$ cat src/design/vld_pkg.sv
// ==========================================================================
// Shared constants, addressing-mode enum and packed structs of the vector
// load engine
// ==========================================================================
package vld_pkg;

    // ======================================================================
    // Geometry
    // ======================================================================
    localparam int NUM_LANES = 8;   // Elements per vector register
    localparam int NUM_VREGS = 32;  // Architectural vector registers
    localparam int DATA_W    = 32;  // Element width
    localparam int ADDR_W    = 32;  // Byte address width

    localparam int LANE_W = $clog2(NUM_LANES);              // Lane index
    localparam int VREG_W = $clog2(NUM_VREGS);              // Register index
    localparam int VL_W   = $clog2(NUM_LANES * NUM_VREGS) + 1;  // Up to full group

    // Byte step between consecutive unit-strided elements
    localparam logic [ADDR_W-1:0] UNIT_STEP = 32'd4;

    // ======================================================================
    // Types
    // ======================================================================
    typedef enum logic [1:0] {
        OP_UNIT_STRIDED = 2'd0,  // Address steps by UNIT_STEP
        OP_STRIDED      = 2'd1   // Address steps by the stride
    } mem_op_e;

    typedef logic [NUM_LANES-1:0] lane_mask_t;  // One bit per lane

    // Load instruction as seen at the input
    typedef struct packed {
        logic [ADDR_W-1:0] base;    // First element address
        logic [ADDR_W-1:0] stride;  // Byte distance, strided mode only
        logic [VL_W-1:0]   vl;      // Element count, never zero
        logic [VREG_W-1:0] dst;     // First destination register
        mem_op_e           op;
    } vld_instr_t;

    // One element request towards memory
    typedef struct packed {
        logic [ADDR_W-1:0] addr;
        logic [LANE_W-1:0] ticket;  // Lane that owns the element
    } mem_req_t;

    // Response, may come back out of order
    typedef struct packed {
        logic [LANE_W-1:0] ticket;
        logic [DATA_W-1:0] data;
    } mem_resp_t;

    // Register file writeback of one row
    typedef struct packed {
        lane_mask_t                         en;    // Per-lane write enable
        logic [VREG_W-1:0]                  dst;
        logic [NUM_LANES-1:0][DATA_W-1:0]   data;  // Lane 0 in the low word
    } wb_t;

endpackage

$ cat src/design/vld_addr_gen.sv
// ==========================================================================
// Element address generation for unit-strided and strided loads
// ==========================================================================
`timescale 1ns/1ps

module vld_addr_gen (
    input  logic                        clk_i,
    input  logic                        rstn_i,
    input  logic                        instr_start_i,  // Load base and stride
    input  logic [vld_pkg::ADDR_W-1:0]  base_i,
    input  logic [vld_pkg::ADDR_W-1:0]  stride_i,
    input  vld_pkg::mem_op_e            op_i,
    input  logic                        req_take_i,     // Current element granted
    output logic [vld_pkg::ADDR_W-1:0]  addr_o
);

    logic [vld_pkg::ADDR_W-1:0] addr_q;    // Address of the next element to issue
    logic [vld_pkg::ADDR_W-1:0] stride_q;
    logic [vld_pkg::ADDR_W-1:0] step;

    // Byte step per element
    always_comb begin
        case (op_i)
            vld_pkg::OP_UNIT_STRIDED: step = vld_pkg::UNIT_STEP;
            vld_pkg::OP_STRIDED:      step = stride_q;
            default:                  step = vld_pkg::UNIT_STEP;
        endcase
    end

    // Address keeps running across rows, expansion stays in element order
    always_ff @(posedge clk_i or negedge rstn_i) begin
        if (!rstn_i) begin
            addr_q <= '0;
        end else if (instr_start_i) begin
            addr_q <= base_i;
        end else if (req_take_i) begin
            addr_q <= addr_q + step;  // Held while grant is low
        end
    end

    always_ff @(posedge clk_i) begin
        if (instr_start_i) begin
            stride_q <= stride_i;
        end
    end

    assign addr_o = addr_q;

endmodule

$ cat src/design/vld_elem_sched.sv
// ==========================================================================
// Lane scoreboard and lane pointer, one memory request per element
// ==========================================================================
`timescale 1ns/1ps

module vld_elem_sched (
    input  logic                        clk_i,
    input  logic                        rstn_i,
    input  logic                        instr_start_i,
    input  logic                        row_start_i,
    input  vld_pkg::lane_mask_t         row_mask_i,     // Lanes of the starting row
    input  logic                        row_done_i,
    input  logic                        grant_i,
    output logic                        req_en_o,
    output logic [vld_pkg::LANE_W-1:0]  ticket_o,
    output logic                        req_take_o,     // Request granted this cycle
    output vld_pkg::lane_mask_t         active_mask_o,
    output logic                        row_idle_o
);

    vld_pkg::lane_mask_t          pending_q;  // Lanes still to be requested
    vld_pkg::lane_mask_t          active_q;   // Lanes of the row not yet written back
    logic [vld_pkg::LANE_W-1:0]   ptr_q;      // Lane being requested
    logic                         load_row;

    assign load_row = instr_start_i | row_start_i;

    // ======================================================================
    // Request side
    // ======================================================================
    assign req_en_o   = pending_q[ptr_q];
    assign ticket_o   = ptr_q;              // Lane number is the ticket
    assign req_take_o = req_en_o & grant_i;

    // Lane pointer, walks the row from lane 0
    always_ff @(posedge clk_i or negedge rstn_i) begin
        if (!rstn_i) begin
            ptr_q <= '0;
        end else if (load_row) begin
            ptr_q <= '0;
        end else if (req_take_o) begin
            ptr_q <= ptr_q + 1'b1;  // Past the last lane points at a clear bit
        end
    end

    // Pending lanes
    always_ff @(posedge clk_i or negedge rstn_i) begin
        if (!rstn_i) begin
            pending_q <= '0;
        end else if (load_row) begin
            pending_q <= row_mask_i;
        end else if (req_take_o) begin
            pending_q[ptr_q] <= 1'b0;  // Issued, waiting on its response
        end
    end

    // ======================================================================
    // Active lanes, held until the row is written back
    // ======================================================================
    always_ff @(posedge clk_i or negedge rstn_i) begin
        if (!rstn_i) begin
            active_q <= '0;
        end else if (load_row) begin
            active_q <= row_mask_i;
        end else if (row_done_i) begin
            active_q <= '0;
        end
    end

    assign active_mask_o = active_q;
    assign row_idle_o    = ~|pending_q & ~|active_q;  // Nothing issued or outstanding

    // A stalled request keeps its lane and stays up until granted
    a_req_hold: assert property (@(posedge clk_i) disable iff (!rstn_i)
        (req_en_o && !grant_i) |=> (req_en_o && $stable(ticket_o)))
        else $error("memory request dropped or changed before grant");

endmodule

$ cat src/design/vld_instr_seq.sv
// ==========================================================================
// Instruction acceptance and row sequencing of an expanded vector load
// ==========================================================================
`timescale 1ns/1ps

module vld_instr_seq (
    input  logic                        clk_i,
    input  logic                        rstn_i,
    input  logic                        valid_i,
    input  vld_pkg::vld_instr_t         instr_i,
    output logic                        ready_o,
    input  logic                        row_idle_i,     // Scheduler has nothing in flight
    input  logic                        row_done_i,     // Current row written back
    output logic                        instr_start_o,  // Accept pulse
    output logic                        row_start_o,    // Next row of the expansion
    output vld_pkg::lane_mask_t         row_mask_o,     // Lanes of the coming row
    output logic [vld_pkg::VREG_W-1:0]  row_dst_o,
    output logic [vld_pkg::ADDR_W-1:0]  base_o,
    output logic [vld_pkg::ADDR_W-1:0]  stride_o,
    output vld_pkg::mem_op_e            op_o
);

    localparam logic [vld_pkg::VL_W-1:0] LANES_VL = vld_pkg::NUM_LANES[vld_pkg::VL_W-1:0];

    logic                        accept;
    logic                        busy_q;       // From acceptance to the last row_done
    logic [vld_pkg::VL_W-1:0]    remain_q;     // Elements not yet written back
    logic [vld_pkg::VREG_W-1:0]  row_cnt_q;    // Rows already finished
    logic [vld_pkg::VREG_W-1:0]  dst_q;
    vld_pkg::mem_op_e            op_q;
    logic                        row_start_q;
    logic                        more_rows;    // Another row follows the current one
    logic [vld_pkg::VL_W-1:0]    row_elems;
    logic [vld_pkg::VL_W-1:0]    mask_cnt;

    // Prefix mask of the first cnt lanes, saturating at a full row
    function automatic vld_pkg::lane_mask_t lane_mask(input logic [vld_pkg::VL_W-1:0] cnt);
        vld_pkg::lane_mask_t m;
        for (int i = 0; i < vld_pkg::NUM_LANES; i++) begin
            m[i] = (cnt > i[vld_pkg::VL_W-1:0]);
        end
        return m;
    endfunction

    assign ready_o       = ~busy_q & row_idle_i;
    assign accept        = valid_i & ready_o;
    assign instr_start_o = accept;
    assign row_start_o   = row_start_q;

    assign more_rows = (remain_q > LANES_VL);
    assign row_elems = more_rows ? LANES_VL : remain_q;  // Size of the row in flight

    // First row straight from the input, later rows from the count left over
    assign mask_cnt   = accept ? instr_i.vl : remain_q;
    assign row_mask_o = lane_mask(mask_cnt);
    assign row_dst_o  = accept ? instr_i.dst : dst_q + row_cnt_q;

    // Base and stride handed over in the accept cycle
    assign base_o   = instr_i.base;
    assign stride_o = instr_i.stride;
    assign op_o     = op_q;

    // ======================================================================
    // Row sequencing
    // ======================================================================
    always_ff @(posedge clk_i or negedge rstn_i) begin
        if (!rstn_i) begin
            busy_q      <= 1'b0;
            remain_q    <= '0;
            row_cnt_q   <= '0;
            row_start_q <= 1'b0;
        end else begin
            row_start_q <= row_done_i & more_rows;  // One cycle after the writeback
            if (accept) begin
                busy_q    <= 1'b1;
                remain_q  <= instr_i.vl;
                row_cnt_q <= '0;
            end else if (row_done_i) begin
                remain_q <= remain_q - row_elems;
                if (more_rows) begin
                    row_cnt_q <= row_cnt_q + 1'b1;  // Next destination register
                end else begin
                    busy_q <= 1'b0;                 // Last row, ready rises next cycle
                end
            end
        end
    end

    // Fields used for the whole instruction
    always_ff @(posedge clk_i) begin
        if (accept) begin
            dst_q <= instr_i.dst;
            op_q  <= instr_i.op;
        end
    end

    // Issuers never present an empty vector
    a_vl_nonzero: assert property (@(posedge clk_i) disable iff (!rstn_i)
        valid_i |-> (instr_i.vl != '0))
        else $error("vector load presented with vl of zero");

endmodule

$ cat src/design/vld_row_buffer.sv
// ==========================================================================
// Per-lane response collection, row writeback and register unlock
// ==========================================================================
`timescale 1ns/1ps

module vld_row_buffer (
    input  logic                        clk_i,
    input  logic                        rstn_i,
    input  logic                        instr_start_i,
    input  logic                        row_start_i,
    input  logic [vld_pkg::VREG_W-1:0]  row_dst_i,
    input  vld_pkg::lane_mask_t         active_mask_i,
    input  logic                        resp_valid_i,
    input  vld_pkg::mem_resp_t          resp_i,
    output vld_pkg::wb_t                wb_o,
    output logic                        row_done_o,
    output logic                        unlock_en_o,
    output logic [vld_pkg::VREG_W-1:0]  unlock_reg_o
);

    logic [vld_pkg::NUM_LANES-1:0][vld_pkg::DATA_W-1:0] scratch_q;  // Lane data
    vld_pkg::lane_mask_t                                served_q;   // Lanes answered
    logic [vld_pkg::VREG_W-1:0]                         dst_q;      // Register of this row
    logic                                               row_load;
    logic                                               row_done;

    assign row_load = instr_start_i | row_start_i;

    // Response data lands in its own lane, any order
    always_ff @(posedge clk_i) begin
        if (resp_valid_i) begin
            scratch_q[resp_i.ticket] <= resp_i.data;
        end
    end

    always_ff @(posedge clk_i or negedge rstn_i) begin
        if (!rstn_i) begin
            served_q <= '0;
            dst_q    <= '0;
        end else if (row_load) begin
            served_q <= '0;         // Fresh row
            dst_q    <= row_dst_i;
        end else if (resp_valid_i) begin
            served_q[resp_i.ticket] <= 1'b1;
        end
    end

    // ======================================================================
    // Writeback once every active lane is served
    // ======================================================================
    // Active mask clears on row_done, so this lasts one cycle
    assign row_done = (served_q == active_mask_i) & |active_mask_i;

    always_comb begin
        wb_o.en   = row_done ? served_q : '0;
        wb_o.dst  = dst_q;
        wb_o.data = scratch_q;
    end

    assign row_done_o   = row_done;
    assign unlock_en_o  = row_done;  // Unlock together with the writeback
    assign unlock_reg_o = dst_q;

    // Responses only come back for lanes issued in the current row
    a_resp_active: assert property (@(posedge clk_i) disable iff (!rstn_i)
        resp_valid_i |-> active_mask_i[resp_i.ticket])
        else $error("response ticket %0d outside the active row", resp_i.ticket);

endmodule

$ cat src/design/vld_top.sv
// ==========================================================================
// Vector load engine top level, sequencer, address generator, scheduler
// and row buffer
// ==========================================================================
`timescale 1ns/1ps

module vld_top (
    input  logic                        clk_i,
    input  logic                        rstn_i,
    // Instruction in
    input  logic                        valid_i,
    input  vld_pkg::vld_instr_t         instr_i,
    output logic                        ready_o,
    // Memory requests
    input  logic                        grant_i,
    output logic                        req_en_o,
    output vld_pkg::mem_req_t           req_o,
    // Memory responses, no back-pressure
    input  logic                        resp_valid_i,
    input  vld_pkg::mem_resp_t          resp_i,
    // Register file writeback and unlock
    output vld_pkg::wb_t                wb_o,
    output logic                        unlock_en_o,
    output logic [vld_pkg::VREG_W-1:0]  unlock_reg_o
);

    logic                        instr_start;
    logic                        row_start;
    vld_pkg::lane_mask_t         row_mask;
    logic [vld_pkg::VREG_W-1:0]  row_dst;
    logic [vld_pkg::ADDR_W-1:0]  base;
    logic [vld_pkg::ADDR_W-1:0]  stride;
    vld_pkg::mem_op_e            op;
    logic                        req_take;
    logic [vld_pkg::LANE_W-1:0]  ticket;
    logic [vld_pkg::ADDR_W-1:0]  addr;
    vld_pkg::lane_mask_t         active_mask;
    logic                        row_idle;
    logic                        row_done;

    vld_instr_seq u_instr_seq (
        .clk_i         (clk_i),
        .rstn_i        (rstn_i),
        .valid_i       (valid_i),
        .instr_i       (instr_i),
        .ready_o       (ready_o),
        .row_idle_i    (row_idle),
        .row_done_i    (row_done),
        .instr_start_o (instr_start),
        .row_start_o   (row_start),
        .row_mask_o    (row_mask),
        .row_dst_o     (row_dst),
        .base_o        (base),
        .stride_o      (stride),
        .op_o          (op)
    );

    vld_addr_gen u_addr_gen (
        .clk_i         (clk_i),
        .rstn_i        (rstn_i),
        .instr_start_i (instr_start),
        .base_i        (base),
        .stride_i      (stride),
        .op_i          (op),
        .req_take_i    (req_take),
        .addr_o        (addr)
    );

    vld_elem_sched u_elem_sched (
        .clk_i         (clk_i),
        .rstn_i        (rstn_i),
        .instr_start_i (instr_start),
        .row_start_i   (row_start),
        .row_mask_i    (row_mask),
        .row_done_i    (row_done),
        .grant_i       (grant_i),
        .req_en_o      (req_en_o),
        .ticket_o      (ticket),
        .req_take_o    (req_take),
        .active_mask_o (active_mask),
        .row_idle_o    (row_idle)
    );

    vld_row_buffer u_row_buffer (
        .clk_i         (clk_i),
        .rstn_i        (rstn_i),
        .instr_start_i (instr_start),
        .row_start_i   (row_start),
        .row_dst_i     (row_dst),
        .active_mask_i (active_mask),
        .resp_valid_i  (resp_valid_i),
        .resp_i        (resp_i),
        .wb_o          (wb_o),
        .row_done_o    (row_done),
        .unlock_en_o   (unlock_en_o),
        .unlock_reg_o  (unlock_reg_o)
    );

    // Request struct from the address generator and the lane pointer
    assign req_o.addr   = addr;
    assign req_o.ticket = ticket;

endmodule

$ cat config.mk
export PLATFORM = sky130hd
export DESIGN_NAME = vld_top
export DESIGN_NICKNAME = d
export VERILOG_FILES = /design/src/design/vld_pkg.sv /design/src/design/vld_addr_gen.sv /design/src/design/vld_elem_sched.sv /design/src/design/vld_instr_seq.sv /design/src/design/vld_row_buffer.sv /design/src/design/vld_top.sv
export SDC_FILE = /design/constraint.sdc
export NUM_CORES = 1
export LEC_CHECK = 0
export BUFFER_PORTS_ARGS = -buffer_cell sky130_fd_sc_hd__buf_2
export CAP_MARGIN = 20
export CORE_ASPECT_RATIO = 1.4
export CORE_UTILIZATION = 45
export CTS_BUF_LIST = sky130_fd_sc_hd__clkbuf_4 sky130_fd_sc_hd__clkbuf_8
export CTS_CLUSTER_DIAMETER = 80
export DETAILED_ROUTE_END_ITERATION = 16
export PLACE_DENSITY = 0.68
export SYNTH_ARGS = -nofsm -noshare
export SYNTH_HDL_FRONTEND = slang
export SYNTH_SLANG_ARGS = --single-unit
$ cat constraint.sdc
create_clock -name clk_i -period 6.5 [get_ports clk_i]
set_input_delay 0.325 -clock clk_i [delete_from_list [all_inputs] [get_ports clk_i]]
set_output_delay 0.325 -clock clk_i [all_outputs]
set_load 0.05 [all_outputs]
==> results.tsv, run 1 <==
stage	metric	value	unit
power_and_ir_drop	irDropWorstVdd	522	uV
cts	cts_tree	yes	
placement	dp_hpwl	27900	um
worst_setup_path	crit_required	6.95	ns
yosys	syn_inst	998	
power_and_ir_drop	p_sw_share	35.2	%
power_and_ir_drop	p_switching	2440	uW
timing	clock.fmax	259	MHz
cts	ctsHtreeMaxLevel	2	
yosys	netlist.area_leader.share	60.0	%
cts	cts_resized	0	
worst_setup_path	critical_path_class	reg -> reg	
drt	vias	10520	
cells_and_area	fin_area	19500	um^2
placement	placed_area	17500	um^2
cts	clk_latency	0.60	ns
timing	worst_pin_slew	1.06	ns
floorplanning	die_area	33500	um^2
yosys	ys_ff_latch	375	
cts	clk_path_buf_depth	3	
flow_run	cap_violations	0	
yosys	synthesis.nets	1158	
cells_and_area	multiInputGateArea	3710	um^2
yosys	seq_area_frac_synth	73.6	%
worst_setup_path	startpoint_type	flip-flop	
worst_setup_path	crit_path_end_kind	flip-flop	
floorplanning	start_util	45.7	%
yosys	ys_types	69	
timing	holdWs	0.0535	ns
timing	fin_crit	3.85	ns
yosys	synth-edff-count	295	
power_and_ir_drop	powerDensity	355	nW/um^2
power_and_ir_drop	power_leakage	0.00804	uW
yosys	ys.flop_type	edfxtp_1	
drt	drt_pass1_iterations	5	
global_route	grt_max_degree	98	
worst_setup_path	crit_path_max_fanout	18	
power_and_ir_drop	intPower	4490	uW
floorplanning	die_height	216	um
floorplanning	io-pin-count	432	
worst_hold_path	hold_path_class	in -> reg	
timing	setup_slack	2.65	ns
yosys	synth_common_cells	295 x edfxtp_1, 83 x nand2_1, 80 x dfrtp_1, 68 x nor2_1, 63 x a21oi_1	
floorplanning	core_area	32300	um^2
drt	ant_nets	0	
drt	dr_wl_met3	3680	um
global_route	grt_pass1_wl	60400	um
drt	wl_per_cell	20.2	um
yosys	yosysWarnings	0	
timing	hold_viol	0	
placement	dp_slack	2.58	ns
yosys	synth_largest_area_cell	edfxtp_1	
global_route	grt_overflow_total	0	
timing	finalSetupViolCount	0	
drt	highest_layer	met4	
global_route	grt_usage	24.1	%
global_route	antenna_found_initial	0	
cts	cts.sink_count	375	
timing	rsz0062_at_grt	no	
drt	drt_iter0_markers	517	
drt	drc_errors	0	
timing	relSlewSlack	29.3	%
yosys	syn_area	14800	um^2
power_and_ir_drop	clkPwrFrac	26.9	%
outcome	status	completed	
cts	clockRootBuffer	clkbuf_8	
drt	wirelength	41100	um
floorplanning	rows	78	
timing	finalClockSkew	0.0194	ns
worst_setup_path	cp.arrival	4.30	ns
cells_and_area	nFillCells	2528	
yosys	synth_area_leaders	edfxtp_1 60%, dfrtp_1 14%, ha_1 3.2%	
cells_and_area	seq_area	10900	um^2
yosys	async_flop_share	21.3	%
cells_and_area	drive_gt1_share	35.2	%
placement	routabilityCongestion	0.882	
global_route	grt_pass1_vias	10595	
drt	vias_per_cell	5.17	
timing	tns	0	ns
cts	cts_hold_buf	95	
drt	met2_wirelength	20900	um
cells_and_area	syn2layout_area_growth	32.3	%
placement	io_buffers	431	
power_and_ir_drop	sequentialPowerShare	45.0	%
yosys	postSynthAreaPerCell	14.8	um^2
power_and_ir_drop	pwr-share-comb	28.0	%
worst_setup_path	rr_startpoint	u_instr_seq.op_o[1]	
cells_and_area	nets	1715	
cts	clk_pin_slew_worst_paths	0.06	ns
yosys	yosysMostFrequentCell	edfxtp_1	
worst_setup_path	startpoint	u_instr_seq.op_o[1]	
cells_and_area	num_antenna_cells	0	
worst_hold_path	hp-start	resp_i[5]	
cts	post_cts_buffers	0	
drt	wl_met1	15200	um
timing	drv_slew	0	
cts	numCtsBuffers	54	
timing	finalCritPeriodShare	59.3	%
floorplanning	die_w	155	um
-- layout by cell type (no fill, tap or decap), types with 5 or more instances in the layout --
master | netlist | layout
buf_2 | 13 | 430
edfxtp_1 | 295 | 295
dlygate4sd3_1 | 0 | 95
nand2_1 | 83 | 82
dfrtp_1 | 80 | 80
a21oi_1 | 63 | 63
nor2_1 | 68 | 62
clkbuf_8 | 0 | 54
o21ai_0 | 44 | 44
and2_1 | 41 | 41
ha_1 | 38 | 38
xnor2_1 | 29 | 29
a21o_1 | 20 | 20
clkbuf_4 | 0 | 18
xor2_1 | 16 | 16
buf_4 | 6 | 14
nor3_1 | 14 | 12
clkinv_1 | 0 | 12
inv_1 | 11 | 11
a31oi_1 | 11 | 11
and3_1 | 10 | 10
nand2b_1 | 8 | 8
clkinv_2 | 0 | 8
nand4_1 | 8 | 8
nand3_1 | 8 | 8
o211ai_1 | 7 | 7
nor2_4 | 0 | 6
o31ai_1 | 6 | 6
o21a_1 | 6 | 6
nor4_1 | 6 | 6
mux2i_1 | 6 | 6
a211oi_1 | 5 | 5
o21ai_1 | 5 | 5
-- metal layers --
| metal | GRT usage, % | vias to the layer above |
|---|---|---|
| li1 | - | 4849 |
| met1 | 27.0 | 5094 |
| met2 | 43.3 | 500 |
| met3 | 6.52 | 77 |
| met4 | 9.21 | 0 |
| met5 | 0 | - |
-- logic make-up (layout without fill, tap and decap cells) --
kind of cell	Yosys count	count (layout)	share of synthesized area, %
AO/OA/AOI/OAI	204	204	8.77
other	1	1	0.0254
adder cells (fa/ha/maj)	40	40	3.49
flip-flops	375	375	73.6
multiplexers	9	9	0.789
AND/OR/NAND/NOR	272	272	9.04
buffers and inverters	52	650	1.59
XOR/XNOR	45	45	2.67
-- worst paths after layout --
kind	slack (ns)	endpoint	cells after the start
setup reg to reg	2.65	u_addr_gen.addr_o[31]	13
max in group asynchronous	5.18	u_addr_gen.addr_o[2]	3
hold reg to reg	0.52	u_elem_sched.active_mask_o[3]	2
min in group asynchronous	0.16	u_row_buffer.unlock_reg_o[1]	2
hold / removal	0.05	u_row_buffer.wb_o[37]	1
setup / recovery	2.65	u_addr_gen.addr_o[31]	13
-- per-stage QoR --
| stage | power, uW | std cells | utilization, % |
|---|---|---|---|
| final | 6930 | 2036 | 60.4 |
| after global routing | 7250 | 2036 | 60.4 |
| after CTS | 6970 | 2035 | 60.3 |
| after detailed placement | 5050 | 1843 | 54.0 |
| after global placement | 5020 | 1842 | 54.0 |
| after floorplan | 4550 | 998 | - |
-- power groups by stage --
stage	clock network (uW)	registers (uW)	logic (uW)
2_1_floorplan	0	3620	932
6_report	1870	3120	1940
4_1_cts	1920	3120	1940
3_3_place_gp	0	3160	1860
5_1_grt	2010	3150	2090
3_5_place_dp	0	3160	1890
-- layout make-up --
| class | count | area share (%) |
|---|---|---|
| sequential | 375 | 55.7 |
| timing repair buffer | 541 | 16.7 |
| inverter | 12 | 0.237 |
| tap | 440 | 2.82 |
| clock inverter | 25 | 1.01 |
| multi-input combinational | 571 | 19.0 |
| clock buffer | 72 | 4.50 |
-- critical path, stage by stage (launching register included) --
cell and delay [ns]:
edfxtp_1 0.36, nor2b_1 0.72, buf_4 0.34, and2_1 0.15
ha_1 0.29, or2_2 0.33, a31oi_1 0.18, o21a_1 0.13
o211ai_1 0.07, a21oi_1 0.40, o31ai_1 0.21, a211oi_1 0.29
xnor2_1 0.16, o21ai_1 0.07
-- state kept, by name (all words and copies together) (netlist names) --
| register | flops |
|---|---|
| u_instr_seq.row_start_o | 1 |
| u_instr_seq.busy_q | 1 |
| u_row_buffer.served_q | 8 |
| u_addr_gen.stride_q | 32 |
| u_instr_seq.row_cnt_q | 5 |
| u_instr_seq.dst_q | 5 |
| u_instr_seq.remain_q | 9 |
| u_instr_seq.op_o | 2 |
| u_addr_gen.addr_o | 32 |
| u_elem_sched.ticket_o | 3 |
| u_elem_sched.pending_q | 8 |
| u_row_buffer.unlock_reg_o | 5 |
| u_row_buffer.wb_o | 256 |
| u_elem_sched.active_mask_o | 8 |
(Power assumes the default switching activity.)
==> run 2: changes to the inputs <==
clock period = 3.7 ns   (was 6.5 ns; I/O delays follow)
==> run 2 against run 1 <==
Die area is the same. Maximum frequency is 9.8% higher. Setup slack got worse by 2.5 ns. Critical endpoint is now u_addr_gen.addr_o[30].
==> results.tsv, run 2 (synthesis results as in run 1) <==
stage	metric	value	unit	change
drt	drt_pass1_iterations	5		unchanged
timing	drv_slew	0		unchanged
cts	clk_latency	0.60	ns	about the same
drt	vias_per_cell	5.11		-1.2%
placement	dp_cells	1849		+0.33%
placement	dp_hpwl	28100	um	+0.51%
floorplanning	core_area	32300	um^2	unchanged
worst_setup_path	critPathSlowestCell	fa_1		
drt	wl_per_cell	19.9	um	-1.5%
cells_and_area	syn2layout_area_growth	34.7	%	
cts	numCtsBuffers	53		-1.9%
cts	cts_tree	yes		
floorplanning	io-pin-count	432		unchanged
placement	io_buffers	431		unchanged
global_route	grt_pass1_vias	10524		-0.67%
worst_hold_path	hold_path_class	in -> reg		
cts	clk_path_buf_depth	3		unchanged
timing	rsz0062_at_grt	no		
placement	routabilityCongestion	0.894		+1.4%
worst_setup_path	worstRegToRegCells	14		+1
floorplanning	start_util	45.7	%	unchanged
cells_and_area	largest_reg_flops	256		unchanged
floorplanning	die_height	216	um	unchanged
timing	finalCritPeriodShare	94.8	%	+36 points
timing	fin_crit	3.51	ns	-0.345 ns
worst_setup_path	cp_cell_sequence	nor2b_1 -> buf_12 -> and2_1 -> ha_1 -> fa_1 -> a21oi_2 -> o211ai_2 -> o2111a_2 -> o41ai_4 -> nand2_2 -> a21o_1 -> a311oi_2 -> xor2_1 -> a21oi_1		
worst_setup_path	crit_path_max_fanout	32		+14
cts	ctsHtreeMaxLevel	2		unchanged
timing	relSlewSlack	27.3	%	-1.9 points
cells_and_area	layout_common_cells	430 x buf_2, 295 x edfxtp_1, 115 x dlygate4sd3_1		
worst_setup_path	cp.arrival	3.97	ns	-0.33 ns
worst_hold_path	hp-start	grant_i		
timing	clock.fmax	285	MHz	+9.8%
timing	tns	0	ns	unchanged
global_route	grt_max_degree	62		-37%
floorplanning	rows	78		unchanged
drt	vias	10539		+0.18%
floorplanning	die_area	33500	um^2	unchanged
global_route	grt_pass1_wl	60600	um	+0.33%
drt	wirelength	41000	um	-0.16%
power_and_ir_drop	power_leakage	0.00820	uW	+1.9%
timing	finalClockSkew	0.0244	ns	+0.00503 ns
timing	worst_pin_slew	1.09	ns	+0.0266 ns
drt	ant_nets	0		unchanged
outcome	status	completed		
worst_setup_path	r2r-end	u_addr_gen.addr_o[30]		
worst_setup_path	r2r_slack	0.19	ns	-2.46 ns
cells_and_area	nets	1740		+1.5%
cts	cts.sink_count	375		unchanged
worst_setup_path	crit_family	compound AO/OA/AOI/OAI gates		
power_and_ir_drop	powerDensity	612	nW/um^2	+72%
flow_run	cap_violations	0		unchanged
worst_hold_path	hold_depth	3		+2
cells_and_area	final_common_cell	buf_2		
drt	drc_errors	0		unchanged
global_route	grt_overflow_total	0		unchanged
timing	hold_viol	0		unchanged
power_and_ir_drop	irDropWorstVdd	535	uV	+2.6%
worst_hold_path	hold_end	u_addr_gen.addr_o[27]		
worst_setup_path	critPathMaxStageDelay	0.42	ns	-0.30 ns
cts	clockRootBuffer	clkbuf_8		
floorplanning	die_w	155	um	unchanged
timing	finalSetupViolCount	0		unchanged
worst_setup_path	critical_path_class	reg -> reg		
cells_and_area	drive_gt1_share	35.0	%	-0.18 points
global_route	grt_usage	24.1	%	about the same
worst_setup_path	crit_buf_inv	1		unchanged
worst_setup_path	crit_path_end_kind	flip-flop		
worst_setup_path	crit_required	4.16	ns	-2.79 ns
worst_setup_path	rr_startpoint	u_instr_seq.op_o[0]		
global_route	antenna_found_initial	1		+1
cells_and_area	fin_cells	2064		+1.4%
worst_setup_path	startpoint_type	flip-flop		
drt	drt_iter0_markers	566		+9.5%
cells_and_area	num_antenna_cells	0		unchanged
cts	clk_pin_slew_worst_paths	0.06	ns	about the same
## run 2: layout make-up
class / instances / area [um^2]
Timing Repair Buffer: 567 / 3590
Tap cell: 440 / 551
Clock buffer: 75 / 938
Inverter: 12 / 46.3
Multi-Input combinational cell: 571 / 3730
Clock inverter: 24 / 148
Sequential cell: 375 / 10900
Fill cell: 2470 / 12400
## run 2: worst max path at each step
stage / cells after the start / end / from / slack [ns]
2_1_floorplan: 14 / u_addr_gen.addr_o[30] / u_instr_seq.op_o[0] / 0.44
3_3_place_gp: 14 / u_addr_gen.addr_o[30] / u_instr_seq.op_o[0] / 0.19
3_5_place_dp: 14 / u_addr_gen.addr_o[30] / u_instr_seq.op_o[0] / 0.11
4_1_cts: 14 / u_addr_gen.addr_o[30] / u_instr_seq.op_o[0] / 0.12
5_1_grt: 14 / u_addr_gen.addr_o[30] / u_instr_seq.op_o[0] / 0.008
6_report: 14 / u_addr_gen.addr_o[30] / u_instr_seq.op_o[0] / 0.19
## run 2: worst reg2reg max path, stage by stage (launching register included)
cell      delay, ns
edfxtp_1       0.34
nor2b_1        0.16
buf_12         0.16
and2_1         0.18
ha_1           0.20
fa_1           0.42
a21oi_2        0.20
o211ai_2       0.16
o2111a_2       0.32
o41ai_4        0.32
nand2_2        0.16
a21o_1         0.24
a311oi_2       0.28
xor2_1         0.17
a21oi_1        0.08
## run 2: through the flow
stage | hold slack [ns] | cell area (um^2) | utilization, % | power, uW | setup slack [ns]
after floorplan | -0.111 | 14800 | - | 7990 | 0.441
after global placement | 0.335 | 17500 | 54.2 | 8820 | 0.190
after detailed placement | 0.346 | 17600 | 54.4 | 8880 | 0.114
after CTS | 0.0856 | 19800 | 61.4 | 12200 | 0.119
after global routing | 0.121 | 19900 | 61.5 | 12700 | 0.00793
final | 0.141 | 19900 | 61.5 | 12200 | 0.191
## run 2: timing repair
item	4_1_cts	5_1_grt
resized for setup	0	2
hold buffers	115	0
endpoints found under the setup margin	0	2
endpoints found under the hold margin	407	0
buffers inserted	0	0
## run 2: where the power goes
group	leakage (uW)	switching (uW)	internal [uW]
Clock	0.000568	1520	1710
Sequential	0.00363	433	5040
Combinational	0.00400	2320	1130
## run 2: per-layer routing
layer | share of wire (%) | global-route usage (%)
met2 | 51 | 43.6
met4 | 3.3 | 9.01
met5 | 0 | 0
met1 | 37 | 26.7
met3 | 8.5 | 6.74
==> run 3: changes to the inputs <==
PLACE_DENSITY = 0.67   (was 0.68)
SYNTH_HIERARCHICAL = 1   (was unset)
==> run 3 against run 2 <==
Via count grew 6.8%. Global-route usage shrank 0.96 points. Critical path depth shrank 2. Synthesized cell count grew 14%. First-iteration DRC count grew 40%. Total power grew 4.4%. Cell area grew 2.7%. Non-clock buffer count grew 2. Register-to-register slack gained 0.19 ns.
==> results.tsv, run 3 <==
stage	metric	value	unit	change
outcome	status	completed		
worst_setup_path	crit_path_max_fanout	32		unchanged
global_route	globalRouteMet2Util	41.1	%	-2.5 points
yosys	ys.flop_type	edfxtp_1		
worst_setup_path	crit_required	4.20	ns	+0.04 ns
cts	ctsHtreeMaxLevel	2		unchanged
cells_and_area	layout_common_cells	430 x buf_2, 295 x edfxtp_1, 114 x dlygate4sd3_1		
timing	clock.fmax	301	MHz	+5.7%
timing	drv_slew	0		unchanged
cells_and_area	syn2layout_area_growth	28.4	%	
drt	ant_nets	0		unchanged
worst_setup_path	startpoint_type	flip-flop		
timing	hold_viol	0		unchanged
worst_hold_path	hold_path_class	in -> reg		
worst_setup_path	critical_path_class	reg -> reg		
cells_and_area	final_common_cell	buf_2		
timing	tns	0	ns	unchanged
power_and_ir_drop	clkPwrFrac	25.7	%	-0.9 points
placement	placed_area	18200	um^2	+3.2%
timing	fin_crit	3.32	ns	-0.189 ns
worst_setup_path	critPathMaxStageDelay	0.42	ns	about the same
worst_setup_path	cp.arrival	3.82	ns	-0.15 ns
yosys	yosysMostFrequentCell	edfxtp_1		
drt	drc_errors	0		unchanged
placement	dp_slack	0.330	ns	+0.216 ns
yosys	synth_common_cells	295 x edfxtp_1, 94 x nand2_1, 80 x dfrtp_1, 72 x buf_4, 59 x o21ai_0		
cts	clk_path_buf_depth	3		unchanged
power_and_ir_drop	sequentialPowerShare	43.4	%	-1.6 points
drt	vias_per_cell	5.23		+2.5%
cts	cts_resized	0		unchanged
cells_and_area	finalCoreUtilization	58.5	%	-3.0 points
global_route	busiest_layer	met2		
timing	worst_pin_slew	0.936	ns	-0.151 ns
yosys	syn_inst	1134		+14%
yosys	synth_largest_area_cell	edfxtp_1		
global_route	grt_overflow_total	0		unchanged
cts	clk_pin_slew_worst_paths	0.06	ns	about the same
global_route	grt_max_degree	74		+19%
yosys	ys_ff_latch	375		unchanged
timing	setup_slack	0.380	ns	+0.189 ns
cells_and_area	fin_cells	2151		+4.2%
floorplanning	core_area	34900	um^2	+7.9%
global_route	grt_pass1_wl	63300	um	+4.4%
floorplanning	start_util	45.6	%	-0.091 points
yosys	ys_types	79		+14%
power_and_ir_drop	irDropWorstVdd	525	uV	-1.8%
worst_setup_path	rr_startpoint	u_instr_seq/op_o[0]		
worst_setup_path	critPathSlowestCell	a31oi_1		
yosys	synth-edff-count	295		unchanged
floorplanning	io-pin-count	432		unchanged
timing	finalClockSkew	0.0510	ns	+0.0266 ns
yosys	synthesis.nets	1294		+12%
timing	finalCritPeriodShare	89.7	%	-5.1 points
cells_and_area	seq_area	10900	um^2	unchanged
global_route	antenna_found_initial	4		+3
floorplanning	die_height	224	um	+3.7%
worst_setup_path	r2r_slack	0.38	ns	+0.19 ns
cts	cts.sink_count	375		unchanged
timing	relSlewSlack	37.5	%	+10 points
timing	finalSetupViolCount	0		unchanged
worst_setup_path	r2r-end	u_addr_gen/addr_o[24]		
placement	routabilityCongestion	0.923		+3.2%
floorplanning	die_area	36100	um^2	+7.6%
power_and_ir_drop	p_switching	4720	uW	+11%
cts	numCtsBuffers	54		+1.9%
cts	cts_hold_buf	114		-0.87%
drt	drt_pass1_iterations	5		unchanged
worst_setup_path	startpoint	u_instr_seq/op_o[0]		
cts	clockRootBuffer	clkbuf_8		
cts	cts_tree	yes		
yosys	postSynthAreaPerCell	14.0	um^2	-5.2%
worst_setup_path	endpoint	u_addr_gen/addr_o[24]		
cells_and_area	nets	1811		+4.1%
worst_setup_path	crit_path_end_kind	flip-flop		
yosys	syn_area	15900	um^2	+7.7%
drt	wirelength	43000	um	+5.0%
drt	wl_per_cell	20.0	um	+0.74%
cells_and_area	drive_gt1_share	34.0	%	-0.99 points
yosys	seq_area_frac_synth	68.3	%	-5.3 points
drt	drt_iter0_markers	792		+40%
timing	rsz0062_at_grt	no		
floorplanning	die_w	161	um	+3.7%
cells_and_area	nFillCells	2782		+13%
cts	post_cts_buffers	0		unchanged
power_and_ir_drop	pwr-share-comb	30.9	%	+2.5 points
worst_setup_path	worstRegToRegCells	12		-2
power_and_ir_drop	powerDensity	622	nW/um^2	+1.7%
yosys	netlist.area_leader.share	55.7	%	-4.3 points
worst_setup_path	cp_cell_sequence	nor2b_1 -> buf_4 -> and2_1 -> ha_1 -> fa_1 -> a21o_1 -> a221oi_2 -> o221ai_1 -> a31oi_1 -> o21ai_0 -> xnor2_1 -> o21ai_1		
yosys	yosysWarnings	6		+6
placement	dp_hpwl	29600	um	+5.5%
flow_run	cap_violations	0		unchanged
power_and_ir_drop	p_sw_share	37.2	%	+2.1 points
cells_and_area	multiInputGateArea	4260	um^2	+14%
cells_and_area	fin_area	20400	um^2	+2.7%
global_route	grt_usage	23.2	%	-0.96 points
drt	vias	11258		+6.8%
placement	dp_cells	1935		+4.7%
yosys	synth_area_leaders	edfxtp_1 56%, dfrtp_1 13%, buf_4 3.4%		
cells_and_area	largest_reg_flops	256		unchanged
power_and_ir_drop	power_leakage	0.00836	uW	+2.0%
yosys	async_flop_share	21.3	%	unchanged
cts	clk_latency	0.63	ns	+0.03 ns
floorplanning	rows	81		+3.8%
power_and_ir_drop	intPower	7970	uW	+1.1%
placement	io_buffers	431		unchanged
global_route	met1_usage	27.5	%	+0.72 points
global_route	use_met3	5.59	%	-1.2 points
global_route	grt_pass1_vias	11091		+5.4%
-- run 3: cell count changes in the layout (fill, tap and decap cells not counted), moves of 9 or more --
cell	before	now
mux2i_1	6	17
nand2_1	82	94
a22oi_1	0	13
nor4_1	6	15
nand3_1	8	21
nor2_1	62	36
a21oi_1	63	37
clkinv_2	6	15
o21ai_0	44	59
inv_1	11	25
-- run 3: worst min path at each step --
| stage | from | depth (start not counted) | endpoint | slack, ns |
|---|---|---|---|---|
| detailed placement | rstn_i | 1 | u_row_buffer/served_q[4] | 0.35 |
| floorplan | rstn_i | 0 | u_addr_gen/addr_o[0] | -0.11 |
| CTS | resp_i[33] | 3 | u_row_buffer/wb_o[55] | 0.13 |
| finish | resp_i[33] | 3 | u_row_buffer/wb_o[55] | 0.19 |
| global route | resp_i[34] | 3 | u_row_buffer/wb_o[55] | 0.17 |
| global placement | rstn_i | 1 | u_row_buffer/served_q[7] | 0.34 |
-- run 3: cell families after synthesis --
kind of cell / synth area share, %
buffers and inverters: 5.25
DFF: 68.3
muxes: 1.57
and+or+nand+nor: 9.72
xor gates and xnor gates: 2.20
other: 0.0236
adders and majority gates: 3.24
AOI/OAI and AO/OA: 9.64
-- run 3: critical path, delay by kind of cell (launching register included) --
kind	cells	cell delay (ns)
buf+inv	1	0.21
xor+xnor	1	0.18
simple gates	2	0.33
flops	1	0.38
compound gates	6	1.51
fa+ha+maj	2	0.63
-- run 3: layer usage --
layer,routed length [um],vias to the layer above
met5,0,-
met4,1160,0
met3,3870,76
met2,21800,505
met1,16200,5461
li1,-,5216
-- run 3: area by class of cell --
class	instances	share of cell area, %
diodes	3	0.0368
clock buffers	62	3.94
clock inverters	35	1.25
inverters	26	0.484
multi-input cells	625	20.9
flip-flops and latches	375	53.2
well taps	456	2.80
repair buffers	569	17.4
-- run 3: power groups by stage --
stage / Combinational [uW] / Sequential, uW / Clock [uW]
2_1_floorplan: 2030 / 6430 / 0
3_3_place_gp: 3740 / 5580 / 0
3_5_place_dp: 3800 / 5590 / 0
4_1_cts: 3910 / 5510 / 3360
5_1_grt: 4210 / 5580 / 3520
6_report: 3930 / 5510 / 3260
-- run 3: per-stage QoR --
stage	hold slack (ns)	total power (uW)
global placement	0.344	9320
global route	0.170	13300
CTS	0.129	12800
detailed placement	0.348	9390
finish	0.188	12700
floorplan	-0.111	8460
